### src/verilog/dbg_cfg_pkg.sv
// --------------------
// debug platform configuration
// hart count, hold-off window and the
// register map of the small debug module
// --------------------

package dbg_cfg_pkg;

  // harts that can be halted
  localparam int unsigned NumHarts = 2;

  // cycles after reset before debug requests may reach the harts
  localparam int unsigned HoldoffCycles = 50;
  localparam int unsigned HoldoffWidth = $clog2(HoldoffCycles + 1);

  typedef logic [NumHarts-1:0]     hart_mask_t;
  typedef logic [HoldoffWidth-1:0] holdoff_cnt_t;

  // register map, 7 bit DMI addresses
  localparam logic [6:0] AddrData0     = 7'h04;
  localparam logic [6:0] AddrDmcontrol = 7'h10;
  localparam logic [6:0] AddrDmstatus  = 7'h11;

  // control register fields
  localparam int unsigned CtrlActiveBit   = 0;
  localparam int unsigned CtrlNdmresetBit = 1;
  // hart n uses bit CtrlHaltreqLsb + n
  localparam int unsigned CtrlHaltreqLsb  = 2;

endpackage

### src/verilog/dmi_pkg.sv
// --------------------
// debug module interface protocol types
// request and response codes plus the
// states of the request machine
// --------------------

package dmi_pkg;

  typedef logic [6:0]  dmi_addr_t;
  typedef logic [31:0] dmi_data_t;

  // request operation
  typedef enum logic [1:0] {
    DMI_NOP   = 2'd0,
    DMI_READ  = 2'd1,
    DMI_WRITE = 2'd2,
    DMI_RSVD  = 2'd3
  } dmi_op_e;

  // response code
  typedef enum logic [1:0] {
    RESP_OK     = 2'd0,
    RESP_FAILED = 2'd2
  } dmi_resp_e;

  // request machine
  typedef enum logic [1:0] {
    IDLE,
    ACCESS,
    RESP
  } req_state_e;

endpackage

### src/verilog/dmi_source_mux.sv
// --------------------
// DMI source mux
// selects JTAG or DTM as the active transport,
// switching only between transactions
// --------------------

`timescale 1ns/1ps

module dmi_source_mux (
  input  logic                clk_i,
  input  logic                rst_ni,
  input  logic                mode_i,
  input  logic                fsm_idle_i,
  // jtag side source
  input  logic                jtag_req_valid_i,
  output logic                jtag_req_ready_o,
  input  dmi_pkg::dmi_addr_t  jtag_req_addr_i,
  input  dmi_pkg::dmi_op_e    jtag_req_op_i,
  input  dmi_pkg::dmi_data_t  jtag_req_data_i,
  output logic                jtag_resp_valid_o,
  input  logic                jtag_resp_ready_i,
  output dmi_pkg::dmi_data_t  jtag_resp_data_o,
  output dmi_pkg::dmi_resp_e  jtag_resp_code_o,
  // simulation dtm source
  input  logic                dtm_req_valid_i,
  output logic                dtm_req_ready_o,
  input  dmi_pkg::dmi_addr_t  dtm_req_addr_i,
  input  dmi_pkg::dmi_op_e    dtm_req_op_i,
  input  dmi_pkg::dmi_data_t  dtm_req_data_i,
  output logic                dtm_resp_valid_o,
  input  logic                dtm_resp_ready_i,
  output dmi_pkg::dmi_data_t  dtm_resp_data_o,
  output dmi_pkg::dmi_resp_e  dtm_resp_code_o,
  // toward the request machine
  output logic                req_valid_o,
  input  logic                req_ready_i,
  output dmi_pkg::dmi_addr_t  req_addr_o,
  output dmi_pkg::dmi_op_e    req_op_o,
  output dmi_pkg::dmi_data_t  req_data_o,
  input  logic                resp_valid_i,
  output logic                resp_ready_o,
  input  dmi_pkg::dmi_data_t  resp_data_i,
  input  dmi_pkg::dmi_resp_e  resp_code_i
);

  logic sel_jtag_q;
  logic req_fire;

  assign req_fire = req_valid_o && req_ready_i;

  // latch the choice only while nothing is in flight
  always_ff @(posedge clk_i or negedge rst_ni) begin : p_sel
    if (!rst_ni) begin
      sel_jtag_q <= 1'b0;
    end else if (fsm_idle_i && !req_fire) begin
      sel_jtag_q <= mode_i;
    end
  end

  // --------------------
  // request path
  // --------------------
  assign req_valid_o = sel_jtag_q ? jtag_req_valid_i : dtm_req_valid_i;
  assign req_addr_o  = sel_jtag_q ? jtag_req_addr_i  : dtm_req_addr_i;
  assign req_op_o    = sel_jtag_q ? jtag_req_op_i    : dtm_req_op_i;
  assign req_data_o  = sel_jtag_q ? jtag_req_data_i  : dtm_req_data_i;

  assign jtag_req_ready_o = sel_jtag_q && req_ready_i;
  assign dtm_req_ready_o  = !sel_jtag_q && req_ready_i;

  // --------------------
  // response path
  // --------------------
  assign resp_ready_o = sel_jtag_q ? jtag_resp_ready_i : dtm_resp_ready_i;

  // unselected source never sees a response
  assign jtag_resp_valid_o = sel_jtag_q && resp_valid_i;
  assign dtm_resp_valid_o  = !sel_jtag_q && resp_valid_i;
  assign jtag_resp_data_o  = resp_data_i;
  assign jtag_resp_code_o  = resp_code_i;
  assign dtm_resp_data_o   = resp_data_i;
  assign dtm_resp_code_o   = resp_code_i;

  // a transaction must finish on the source that started it
  a_sel_stable_busy : assert property (
    @(posedge clk_i) disable iff (!rst_ni)
    !fsm_idle_i |=> $stable(sel_jtag_q)
  ) else $error("source select changed during a transaction");

endmodule

### src/verilog/dmi_req_fsm.sv
// --------------------
// DMI request machine
// takes one request at a time, performs it on
// the register block and holds the response
// until the source takes it
// --------------------

`timescale 1ns/1ps

module dmi_req_fsm (
  input  logic                clk_i,
  input  logic                rst_ni,
  // request channel
  input  logic                req_valid_i,
  output logic                req_ready_o,
  input  dmi_pkg::dmi_addr_t  req_addr_i,
  input  dmi_pkg::dmi_op_e    req_op_i,
  input  dmi_pkg::dmi_data_t  req_data_i,
  // response channel
  output logic                resp_valid_o,
  input  logic                resp_ready_i,
  output dmi_pkg::dmi_data_t  resp_data_o,
  output dmi_pkg::dmi_resp_e  resp_code_o,
  output logic                idle_o,
  // register port
  output logic                reg_en_o,
  output logic                reg_we_o,
  output dmi_pkg::dmi_addr_t  reg_addr_o,
  output dmi_pkg::dmi_data_t  reg_wdata_o,
  input  dmi_pkg::dmi_data_t  reg_rdata_i,
  input  logic                reg_err_i
);

  dmi_pkg::req_state_e state_d, state_q;
  dmi_pkg::dmi_addr_t  addr_q;
  dmi_pkg::dmi_op_e    op_q;
  dmi_pkg::dmi_data_t  wdata_q;
  dmi_pkg::dmi_data_t  resp_data_d, resp_data_q;
  dmi_pkg::dmi_resp_e  resp_code_d, resp_code_q;
  logic                req_fire;
  logic                resp_fire;
  logic                in_access;

  assign req_ready_o  = (state_q == dmi_pkg::IDLE);
  assign idle_o       = (state_q == dmi_pkg::IDLE);
  assign resp_valid_o = (state_q == dmi_pkg::RESP);
  assign in_access    = (state_q == dmi_pkg::ACCESS);
  assign req_fire     = req_valid_i && req_ready_o;
  assign resp_fire    = resp_valid_o && resp_ready_i;

  // --------------------
  // register access
  // --------------------
  // nop and reserved ops never touch the registers
  assign reg_en_o    = in_access && (op_q inside {dmi_pkg::DMI_READ, dmi_pkg::DMI_WRITE});
  assign reg_we_o    = in_access && (op_q == dmi_pkg::DMI_WRITE);
  assign reg_addr_o  = addr_q;
  assign reg_wdata_o = wdata_q;

  always_comb begin : p_resp
    resp_data_d = '0;
    resp_code_d = dmi_pkg::RESP_OK;
    case (op_q)
      dmi_pkg::DMI_READ: begin
        if (reg_err_i) begin
          resp_code_d = dmi_pkg::RESP_FAILED;
        end else begin
          resp_data_d = reg_rdata_i;
        end
      end
      dmi_pkg::DMI_WRITE: begin
        if (reg_err_i) begin
          resp_code_d = dmi_pkg::RESP_FAILED;
        end
      end
      dmi_pkg::DMI_RSVD: resp_code_d = dmi_pkg::RESP_FAILED;
      default: ;
    endcase
  end

  // --------------------
  // state sequencing
  // --------------------
  always_comb begin : p_next
    state_d = state_q;
    case (state_q)
      dmi_pkg::IDLE:   if (req_fire) state_d = dmi_pkg::ACCESS;
      dmi_pkg::ACCESS: state_d = dmi_pkg::RESP;
      dmi_pkg::RESP:   if (resp_fire) state_d = dmi_pkg::IDLE;
      default:         state_d = dmi_pkg::IDLE;
    endcase
  end

  always_ff @(posedge clk_i or negedge rst_ni) begin : p_state
    if (!rst_ni) begin
      state_q <= dmi_pkg::IDLE;
    end else begin
      state_q <= state_d;
    end
  end

  // request and response payload
  always_ff @(posedge clk_i) begin : p_payload
    if (req_fire) begin
      addr_q  <= req_addr_i;
      op_q    <= req_op_i;
      wdata_q <= req_data_i;
    end
    if (in_access) begin
      resp_data_q <= resp_data_d;
      resp_code_q <= resp_code_d;
    end
  end

  assign resp_data_o = resp_data_q;
  assign resp_code_o = resp_code_q;

  // stalled response keeps valid and payload
  a_resp_hold : assert property (
    @(posedge clk_i) disable iff (!rst_ni)
    resp_valid_o && !resp_ready_i |=>
      resp_valid_o && $stable(resp_data_o) && $stable(resp_code_o)
  ) else $error("response changed under back-pressure");

endmodule

### src/verilog/dm_regs.sv
// --------------------
// debug module registers
// control, status and scratch data, plus the
// per-hart debug requests gated by hold-off
// --------------------

`timescale 1ns/1ps

module dm_regs (
  input  logic                     clk_i,
  input  logic                     rst_ni,
  input  logic                     en_i,
  input  logic                     we_i,
  input  dmi_pkg::dmi_addr_t       addr_i,
  input  dmi_pkg::dmi_data_t       wdata_i,
  output dmi_pkg::dmi_data_t       rdata_o,
  output logic                     err_o,
  input  logic                     holdoff_done_i,
  output dbg_cfg_pkg::hart_mask_t  debug_req_o,
  output logic                     ndmreset_o
);

  dmi_pkg::dmi_data_t       data0_q;
  logic                     active_q;
  logic                     ndmreset_q;
  dbg_cfg_pkg::hart_mask_t  haltreq_q;
  dmi_pkg::dmi_data_t       ctrl_rdata;
  dmi_pkg::dmi_data_t       status_rdata;
  logic                     wr_data0;
  logic                     wr_ctrl;

  assign wr_data0 = en_i && we_i && (addr_i == dbg_cfg_pkg::AddrData0);
  assign wr_ctrl  = en_i && we_i && (addr_i == dbg_cfg_pkg::AddrDmcontrol);

  // --------------------
  // register storage
  // --------------------
  always_ff @(posedge clk_i or negedge rst_ni) begin : p_regs
    if (!rst_ni) begin
      data0_q    <= '0;
      active_q   <= 1'b0;
      ndmreset_q <= 1'b0;
      haltreq_q  <= '0;
    end else begin
      if (wr_data0) begin
        data0_q <= wdata_i;
      end
      if (wr_ctrl) begin
        active_q   <= wdata_i[dbg_cfg_pkg::CtrlActiveBit];
        ndmreset_q <= wdata_i[dbg_cfg_pkg::CtrlNdmresetBit];
        haltreq_q  <= wdata_i[dbg_cfg_pkg::CtrlHaltreqLsb +: dbg_cfg_pkg::NumHarts];
      end
    end
  end

  // control readback, upper bits stay zero
  always_comb begin : p_ctrl_rdata
    ctrl_rdata = '0;
    ctrl_rdata[dbg_cfg_pkg::CtrlActiveBit]   = active_q;
    ctrl_rdata[dbg_cfg_pkg::CtrlNdmresetBit] = ndmreset_q;
    ctrl_rdata[dbg_cfg_pkg::CtrlHaltreqLsb +: dbg_cfg_pkg::NumHarts] = haltreq_q;
  end

  // status bit 0 shows the end of hold-off
  assign status_rdata = dmi_pkg::dmi_data_t'(holdoff_done_i);

  // --------------------
  // read decode
  // --------------------
  always_comb begin : p_read
    rdata_o = '0;
    err_o   = 1'b0;
    case (addr_i)
      dbg_cfg_pkg::AddrData0:     rdata_o = data0_q;
      dbg_cfg_pkg::AddrDmcontrol: rdata_o = ctrl_rdata;
      dbg_cfg_pkg::AddrDmstatus: begin
        rdata_o = status_rdata;
        // read-only
        err_o   = we_i;
      end
      default:                    err_o   = 1'b1;
    endcase
  end

  // halt requests only once active and past hold-off
  assign debug_req_o = haltreq_q & {dbg_cfg_pkg::NumHarts{active_q && holdoff_done_i}};
  assign ndmreset_o  = ndmreset_q;

endmodule

### src/verilog/debug_holdoff_timer.sv
// --------------------
// debug hold-off timer
// counts down after reset so that boot code
// runs before the first halt request
// --------------------

`timescale 1ns/1ps

module debug_holdoff_timer (
  input  logic clk_i,
  input  logic rst_ni,
  output logic done_o
);

  dbg_cfg_pkg::holdoff_cnt_t cnt_d, cnt_q;

  // saturate at zero
  assign cnt_d  = (cnt_q != '0) ? cnt_q - 1'b1 : cnt_q;
  assign done_o = (cnt_q == '0);

  always_ff @(posedge clk_i or negedge rst_ni) begin : p_cnt
    if (!rst_ni) begin
      cnt_q <= dbg_cfg_pkg::holdoff_cnt_t'(dbg_cfg_pkg::HoldoffCycles);
    end else begin
      cnt_q <= cnt_d;
    end
  end

  // once released the window only shrinks
  a_cnt_no_rise : assert property (
    @(posedge clk_i) disable iff (!rst_ni)
    cnt_q <= $past(cnt_q)
  ) else $error("hold-off count rose outside reset");

endmodule

### src/verilog/debug_front_top.sv
// --------------------
// debug front end
// two DMI transports sharing one debug module
// with a hold-off on the halt requests
// --------------------

`timescale 1ns/1ps

module debug_front_top (
  input  logic                     clk_i,
  input  logic                     rst_ni,
  input  logic                     mode_i,
  // jtag side source
  input  logic                     jtag_req_valid_i,
  output logic                     jtag_req_ready_o,
  input  dmi_pkg::dmi_addr_t       jtag_req_addr_i,
  input  dmi_pkg::dmi_op_e         jtag_req_op_i,
  input  dmi_pkg::dmi_data_t       jtag_req_data_i,
  output logic                     jtag_resp_valid_o,
  input  logic                     jtag_resp_ready_i,
  output dmi_pkg::dmi_data_t       jtag_resp_data_o,
  output dmi_pkg::dmi_resp_e       jtag_resp_code_o,
  // simulation dtm source
  input  logic                     dtm_req_valid_i,
  output logic                     dtm_req_ready_o,
  input  dmi_pkg::dmi_addr_t       dtm_req_addr_i,
  input  dmi_pkg::dmi_op_e         dtm_req_op_i,
  input  dmi_pkg::dmi_data_t       dtm_req_data_i,
  output logic                     dtm_resp_valid_o,
  input  logic                     dtm_resp_ready_i,
  output dmi_pkg::dmi_data_t       dtm_resp_data_o,
  output dmi_pkg::dmi_resp_e       dtm_resp_code_o,
  // to the harts
  output dbg_cfg_pkg::hart_mask_t  debug_req_o,
  output logic                     ndmreset_o
);

  // shared dmi between mux and request machine
  logic                dmi_req_valid;
  logic                dmi_req_ready;
  dmi_pkg::dmi_addr_t  dmi_req_addr;
  dmi_pkg::dmi_op_e    dmi_req_op;
  dmi_pkg::dmi_data_t  dmi_req_data;
  logic                dmi_resp_valid;
  logic                dmi_resp_ready;
  dmi_pkg::dmi_data_t  dmi_resp_data;
  dmi_pkg::dmi_resp_e  dmi_resp_code;
  logic                fsm_idle;

  // register port
  logic                reg_en;
  logic                reg_we;
  dmi_pkg::dmi_addr_t  reg_addr;
  dmi_pkg::dmi_data_t  reg_wdata;
  dmi_pkg::dmi_data_t  reg_rdata;
  logic                reg_err;
  logic                holdoff_done;

  dmi_source_mux i_dmi_source_mux (
    .clk_i             ( clk_i             ),
    .rst_ni            ( rst_ni            ),
    .mode_i            ( mode_i            ),
    .fsm_idle_i        ( fsm_idle          ),
    .jtag_req_valid_i  ( jtag_req_valid_i  ),
    .jtag_req_ready_o  ( jtag_req_ready_o  ),
    .jtag_req_addr_i   ( jtag_req_addr_i   ),
    .jtag_req_op_i     ( jtag_req_op_i     ),
    .jtag_req_data_i   ( jtag_req_data_i   ),
    .jtag_resp_valid_o ( jtag_resp_valid_o ),
    .jtag_resp_ready_i ( jtag_resp_ready_i ),
    .jtag_resp_data_o  ( jtag_resp_data_o  ),
    .jtag_resp_code_o  ( jtag_resp_code_o  ),
    .dtm_req_valid_i   ( dtm_req_valid_i   ),
    .dtm_req_ready_o   ( dtm_req_ready_o   ),
    .dtm_req_addr_i    ( dtm_req_addr_i    ),
    .dtm_req_op_i      ( dtm_req_op_i      ),
    .dtm_req_data_i    ( dtm_req_data_i    ),
    .dtm_resp_valid_o  ( dtm_resp_valid_o  ),
    .dtm_resp_ready_i  ( dtm_resp_ready_i  ),
    .dtm_resp_data_o   ( dtm_resp_data_o   ),
    .dtm_resp_code_o   ( dtm_resp_code_o   ),
    .req_valid_o       ( dmi_req_valid     ),
    .req_ready_i       ( dmi_req_ready     ),
    .req_addr_o        ( dmi_req_addr      ),
    .req_op_o          ( dmi_req_op        ),
    .req_data_o        ( dmi_req_data      ),
    .resp_valid_i      ( dmi_resp_valid    ),
    .resp_ready_o      ( dmi_resp_ready    ),
    .resp_data_i       ( dmi_resp_data     ),
    .resp_code_i       ( dmi_resp_code     )
  );

  dmi_req_fsm i_dmi_req_fsm (
    .clk_i        ( clk_i          ),
    .rst_ni       ( rst_ni         ),
    .req_valid_i  ( dmi_req_valid  ),
    .req_ready_o  ( dmi_req_ready  ),
    .req_addr_i   ( dmi_req_addr   ),
    .req_op_i     ( dmi_req_op     ),
    .req_data_i   ( dmi_req_data   ),
    .resp_valid_o ( dmi_resp_valid ),
    .resp_ready_i ( dmi_resp_ready ),
    .resp_data_o  ( dmi_resp_data  ),
    .resp_code_o  ( dmi_resp_code  ),
    .idle_o       ( fsm_idle       ),
    .reg_en_o     ( reg_en         ),
    .reg_we_o     ( reg_we         ),
    .reg_addr_o   ( reg_addr       ),
    .reg_wdata_o  ( reg_wdata      ),
    .reg_rdata_i  ( reg_rdata      ),
    .reg_err_i    ( reg_err        )
  );

  dm_regs i_dm_regs (
    .clk_i          ( clk_i        ),
    .rst_ni         ( rst_ni       ),
    .en_i           ( reg_en       ),
    .we_i           ( reg_we       ),
    .addr_i         ( reg_addr     ),
    .wdata_i        ( reg_wdata    ),
    .rdata_o        ( reg_rdata    ),
    .err_o          ( reg_err      ),
    .holdoff_done_i ( holdoff_done ),
    .debug_req_o    ( debug_req_o  ),
    .ndmreset_o     ( ndmreset_o   )
  );

  debug_holdoff_timer i_debug_holdoff_timer (
    .clk_i  ( clk_i        ),
    .rst_ni ( rst_ni       ),
    .done_o ( holdoff_done )
  );

endmodule

### config.mk
export PLATFORM = sky130hd
export DESIGN_NAME = debug_front_top
export DESIGN_NICKNAME = d
export VERILOG_FILES = /design/src/verilog/dbg_cfg_pkg.sv /design/src/verilog/dmi_pkg.sv /design/src/verilog/dmi_source_mux.sv /design/src/verilog/dmi_req_fsm.sv /design/src/verilog/dm_regs.sv /design/src/verilog/debug_holdoff_timer.sv /design/src/verilog/debug_front_top.sv
export SDC_FILE = /design/constraint.sdc
export NUM_CORES = 1
export LEC_CHECK = 0
export BUFFER_PORTS_ARGS = -buffer_cell sky130_fd_sc_hd__buf_2
export CAP_MARGIN = 5
export CORE_AREA = 2 2 101 103
export DETAILED_ROUTE_END_ITERATION = 12
export DIE_AREA = 0 0 103 105
export PLACE_DENSITY = 0.95
export SLEW_MARGIN = 30
export SYNTH_ARGS = -nofsm -noshare
export SYNTH_HDL_FRONTEND = slang
export SYNTH_SLANG_ARGS = --single-unit
### constraint.sdc
create_clock -name clk_i -period 10.55 [get_ports clk_i]
set_input_delay 0.5275 -clock clk_i [delete_from_list [all_inputs] [get_ports clk_i]]
set_output_delay 0.5275 -clock clk_i [all_outputs]
set_load 0.005 [all_outputs]
=== Word-level counts from Yosys, hierarchy flattened ===
Cells that the tools add are included.

* Output and inout bits: 75
* Bits of input ports: 89
* Flip-flop bits (word level): 120

* Reduce and logical (&&, ||, !) cells: 23
* Muxes and demuxes: 12
* Bitwise operators: 2
* Equal/unequal tests: 10
* Add/subtract/negate cells: 1

{| class="wikitable"
|+ Operator list
! kind !! number
|-
| 32-bit case mux with 3 select lines || 1
|-
| 32-bit two-way mux || 1
|-
| 7-bit by 5-bit == test with 1-bit output (second input constant) || 2
|-
| 1-bit logical AND || 13
|-
| 2-bit two-way mux || 4
|-
| 7-bit by 3-bit == test with 1-bit output (second input constant) || 1
|-
| 7-bit two-way mux || 1
|-
| 2-bit == test (second input constant) || 3
|-
| 6-bit zero test || 1
|-
| 2-bit case mux with 3 select lines || 1
|-
| 6-bit nonzero test || 1
|-
| 2-bit OR reduction || 3
|-
| 6-bit by 1-bit subtractor with 6-bit output (second input constant) || 1
|-
| 2-bit by 1-bit == test with 1-bit output (second input constant) || 2
|-
| 2-bit != test (second input constant) || 2
|-
| 2-bit case mux with 2 select lines || 1
|-
| 2-bit AND || 1
|-
| 1-bit zero test || 2
|-
| 2-bit zero test || 1
|-
| 1-bit two-way mux || 2
|-
| 1-bit case mux with 2 select lines || 1
|-
| 2-bit AND reduction || 1
|-
| 2-bit nonzero test || 1
|-
| 1-bit inverter || 1
|}

=== Longest topological paths before layout ===
* Depth after elaboration: 5
* Mapped depth: 6
* Gate-level depth less buffers: 5

=== By module ===
A second synthesis with hierarchy kept.

* Cells, all modules: 410
* Area total of the unflattened synthesis: 5798.1 µm²

{| class="wikitable"
|+ Modules (own cells, without submodules)
! module !! area an instance (µm²) !! cells each !! seq. area each (µm²) !! instances
|-
| dmi_req_fsm || 2685.1 || 132 || 2272.2 || 1
|-
| dm_regs || 1675.4 || 125 || 900.9 || 1
|-
| dmi_source_mux || 1132.3 || 127 || 25.0 || 1
|-
| debug_holdoff_timer || 305.3 || 26 || 153.9 || 1
|}

=== Worst setup path after synthesis ===
No wires, ideal clock.

* Kind: register -> register
* Start: register i_dmi_source_mux.sel_jtag_q
* End: register i_dmi_req_fsm.op_q[0], enable pin
* Required time: 10060 ps
* Setup slack: 6458 ps
* Path buffers: 1
* Cell stages (with the launch flop): 4
* Library setup time: 490 ps
* Arrival: 3602 ps
* Cells stage by stage: dfrtp_1 > clkbuf_1 > mux2i_1 > nor3_1

* Word-level cells in the longest chain between the ends: 2

{| class="wikitable"
|+ RTL lines
! element !! RTL line !! text
|-
| start, declared || dmi_source_mux.sv:46 || <nowiki>logic sel_jtag_q;</nowiki>
|-
| start signal, assigned || dmi_source_mux.sv:56 || <nowiki>sel_jtag_q <= mode_i;</nowiki>
|-
| 1-bit two-way mux || dmi_source_mux.sv:63 || <nowiki>assign req_valid_o = sel_jtag_q ? jtag_req_valid_i : dtm_req_valid_i;</nowiki>
|-
| 1-bit logical AND || dmi_req_fsm.sv:48 || <nowiki>assign req_fire = req_valid_i && req_ready_o;</nowiki>
|-
| named net i_dmi_req_fsm.req_fire || dmi_req_fsm.sv:40 || <nowiki>logic req_fire;</nowiki>
|-
| end signal, assigned || dmi_req_fsm.sv:106 || <nowiki>op_q <= req_op_i;</nowiki>
|-
| end, declared || dmi_req_fsm.sv:36 || <nowiki>dmi_pkg::dmi_op_e op_q;</nowiki>
|}

The timed path passes the listed nets, and every way through them passes these cells.
A chain may end at the register's enable or synchronous reset.

=== Worst setup path in the final report ===
* Start: register i_debug_holdoff_timer.cnt_q[0]
* End: output debug_req_o[1]

* Word-level cells in the longest chain between the ends: 3

{| class="wikitable"
|+ RTL lines
! element !! RTL line !! text
|-
| start, declared || debug_holdoff_timer.sv:15 || <nowiki>dbg_cfg_pkg::holdoff_cnt_t cnt_d, cnt_q;</nowiki>
|-
| start signal, assigned || debug_holdoff_timer.sv:23 || <nowiki>cnt_q <= dbg_cfg_pkg::holdoff_cnt_t'(dbg_cfg_pkg::HoldoffCycles);</nowiki>
|-
| start signal, assigned || debug_holdoff_timer.sv:25 || <nowiki>cnt_q <= cnt_d;</nowiki>
|-
| start signal, assigned || debug_holdoff_timer.sv:32 || <nowiki>cnt_q <= $past(cnt_q)</nowiki>
|-
| 6-bit zero test || debug_holdoff_timer.sv:19 || <nowiki>assign done_o = (cnt_q == '0);</nowiki>
|-
| 1-bit logical AND || dm_regs.sv:86 || <nowiki>assign debug_req_o = haltreq_q & {dbg_cfg_pkg::NumHarts{active_q && holdoff_done_i}};</nowiki>
|-
| 2-bit AND || dm_regs.sv:86 ||
|-
| end, declared || debug_front_top.sv:34 || <nowiki>output dbg_cfg_pkg::hart_mask_t debug_req_o,</nowiki>
|}

Every way passes these cells.

==> summary.md <==
| Metric | Value |
|---|---|
| Total inserted antenna cells | 0 |
| Placer Congestion | 0.785 |
| Clk slew on worst S/H paths | roughly 0.06 ns |
| Yosys warns | 0 |
| Detailed-route via count | about 3.2k |
| Register bit total from synthesis | roughly 120 |
| Crit path kind | flip-flop to output port |
| Share of cells above drive strength 1 | between 50 and 60% |
| Total track usage | between 10% and 20% |
| RSZ-0062 raised after global routing | false |
| Die span in y | around 110 um |
| Relative slew margins | between 30 and 40% |
| First-pass GRT wire length | 15500 um |
| Die Wd | 103 um |
| Iter 0 DRT Violations | between 100 and 150 |
| Final net count | slightly below 600 |
| Rows | 36 |
| CP max FO | 6 |
| Worst VDD drop | a little under 0.2 mV |
| CP required | approximately 10 ns |
| # hold bufs at CTS | 0 |
| Mapped Cells | between 300 and 400 |
| Pins Over Slew Limit | 0 |
| TritonCTS Buffers | 17 |
| Main flop type after synthesis | edfxtp_1 |
| Core region area | a little under 10000 um2 |
| Ports | roughly 160 |
| Placed Cells incl. Taps | about 600 |
| Gr ovfl total | 0 |
| Achievable Freq | 0.350 GHz |
| Sink Count | ~120 |
| Worst Setup Start Kind | flip-flop |
| Reg2reg setup slack | roughly 8 ns |
| Number of flops mapped to enable cells by yosys | 74 |
| Setup-failing EPs final | 0 |
| Total Wirelength | between 10000 and 15000 um |
| Final Hold Fails | 0 |
| Multi-input gate area | ~1600 um2 |
| Port Buffers | ~160 |
| Fin crit share | between 20% and 30% |
| Placed Area | ~6000 um2 |
| Leak Pwr | 2.93 nW |
| Hold/Removal Path Class | input pin to async pin |
| Max-cap viol count | 0 |
| Worst skew pair latency | just over 0.5 ns |
| Max Root-Sink Buffers | 2 |
| Non-filler instance count after layout | around 630 |
| Routed wire length per instance | 16.1 um |
| FFs w/ async S/R, synth | a little under two fifths |
| Slew @ Worst Pin | around 0.94 ns |
| H-Tree Depth | 4 |
| DP HPWL | slightly below 7000 um |
| CTS tree | done |
| Die area | between 10000 and 15000 um2 |
| Clock Skews | 0.00896 ns |
| Drt pass-1 iters | 4 |
| Crit path DAT | 2.33 ns |
| Final ANT Viol Nets | 0 |
| Largest net degree at the start of global routing | 48 |
| Sequential share of the synthesized area | 63.7% |
| Synthesized area per cell | between 15 and 20 um2 |
| Starting Density | a little over half |
| Fillers | approximately 670 |
| Final instance area | 6550 um2 |
| Initial antenna violation count | 0 |
| Tot Pwr | ~0.0016 W |
| Setup Fix Bufs, Post-CTS | 0 |
| Fin Setup TNS | 0 ns |
| # DRC | 0 |
| Resized cells post-CTS | 0 |
| Root Driver | clkbuf_8 |
| Status | finished, final reports clean |
| Vias in the first global route | ~3.2k |
| Area growth from synthesis to layout | 24.4% |
| Pwr per Cell Area | approximately 240 nW/um2 |
| Vias/cell | between 5 and 6 |
| Sequential Area | around 3400 um2 |
| Crit. End Element | output port |
| Distinct cells, synth | 36 |
| Minimum clock period | between 2 and 3 ns |
| Synth Cell Area | ~5300 um2 |
==> area by class of cell <==
type	count	share of cell area, %
Clock buffer	18	6.54
Clock inverter	14	2.66
Inverter	8	0.459
Multi-Input combinational cell	173	23.8
Sequential cell	119	51.3
Tap cell	133	2.54
Timing Repair Buffer	164	12.7
==> worst max-delay path, stage by stage, from the launching register on <==
cell and delay (ns):
dfrtp_1 0.40, inv_1 0.08, ha_1 0.20, nor3b_1 0.46
and2_0 0.36, and3_1 0.21, buf_2 0.11
==> synth_stat cells (2+ instances only) <==
cell type	count	area (um2)
nand3b_1	3	22.5
edfxtp_1	74	2220
nand3_1	2	10.0
buf_4	35	263
o21ai_0	4	20.0
nand2b_1	4	25.0
nor3_1	7	35.0
a22oi_1	3	22.5
and2_1	28	175
a2111oi_0	2	17.5
xnor2_1	4	35.0
ha_1	5	62.6
nor4_4	3	63.8
nor2_1	10	37.5
clkbuf_1	11	41.3
mux2_2	77	867
dfrtp_1	42	1050
inv_1	8	30.0
dfstp_2	3	78.8
nor2b_1	3	18.8
buf_6	3	33.8
mux2_1	2	22.5
and3_1	2	12.5
==> cell families (layout without fill, tap and decap cells) <==
kind of cell,Yosys count,after routing,share of synthesized area (%)
AO/OA/AOI/OAI,13,13,1.71
XOR/XNOR,4,4,0.666
adder cells (fa/ha/maj),5,5,1.19
buffers and inverters,57,204,6.99
flip-flops,119,119,63.7
multiplexers,80,80,17.1
other,1,2,0.0713
AND/OR/NAND/NOR,69,69,8.58
==> power breakdown <==
part	switching (W)	internal, W	total, W
Clock	0.000207	0.000367	0.000575
Combinational	0.000141	0.000152	0.000293
Sequential	0.0000896	0.000646	0.000736
Total	0.000438	0.00117	0.00160
==> final timing paths <==
path	startpoint	end	cells after the start
worst min register to register	i_dmi_req_fsm.reg_wdata_o[20]	i_dm_regs.data0_q[20]	1
max in group asynchronous	rst_ni	i_dmi_source_mux.sel_jtag_q	1
min in group clk_i	mode_i	i_dmi_source_mux.sel_jtag_q	3
worst max-delay path	i_debug_holdoff_timer.cnt_q[0]	debug_req_o[1]	6
worst min-delay path	rst_ni	i_debug_holdoff_timer.cnt_q[0]	1
worst max register to register	i_dmi_req_fsm.reg_addr_o[6]	i_dm_regs.data0_q[15]	4
==> stage by stage <==
step | utilization (%) | hold WS, ns | setup WS (ns)
after floorplan | - | 0.232 | 6.46
after global placement | 61.5 | 0.458 | 8.02
after detailed placement | 61.6 | 0.464 | 7.94
after CTS | 67.9 | 0.225 | 7.65
after global routing | 67.9 | 0.0533 | 7.49
final | 67.9 | 0.0289 | 7.69
==> metal layers <==
| metal | up-vias | share of wire, % | track usage (%) |
|---|---|---|---|
| met5 | - | 0 | 0 |
| met4 | 0 | 2.1 | 7.99 |
| met3 | 15 | 4.1 | 4.68 |
| met2 | 118 | 54 | 33.8 |
| met1 | 1529 | 39 | 22.2 |
| li1 | 1488 | - | - |
==> cells in the final DEF, fill, tap and decap left out, drive strengths merged, types with 3 or more instances in the layout <==
cell type and instances:
nand3b 3, clkinv 8, and2 29, dfrtp 42, a22oi 3, ha 5
nor2b 3, xnor2 4, bufinv 3, o21ai 4, clkbuf 18, nor2 10
inv 10, edfxtp 74, nand2b 4, nor3 7, buf 164, mux2 79
dfstp 3, nor4 3
==> sequential cells by signal (all words and copies together), names as in the netlist <==
name	flops
i_dmi_req_fsm.resp_data_o	32
i_dmi_req_fsm.reg_addr_o	7
i_dmi_req_fsm.resp_code_o	1
i_dmi_source_mux.sel_jtag_q	1
i_debug_holdoff_timer.cnt_q	6
i_dm_regs.haltreq_q	2
i_dmi_req_fsm.op_q	2
i_dmi_req_fsm.reg_wdata_o	32
i_dm_regs.ndmreset_o	1
i_dmi_req_fsm.state_q	2
i_dm_regs.active_q	1
i_dm_regs.data0_q	32
Power figures use the tool's default switching activity.
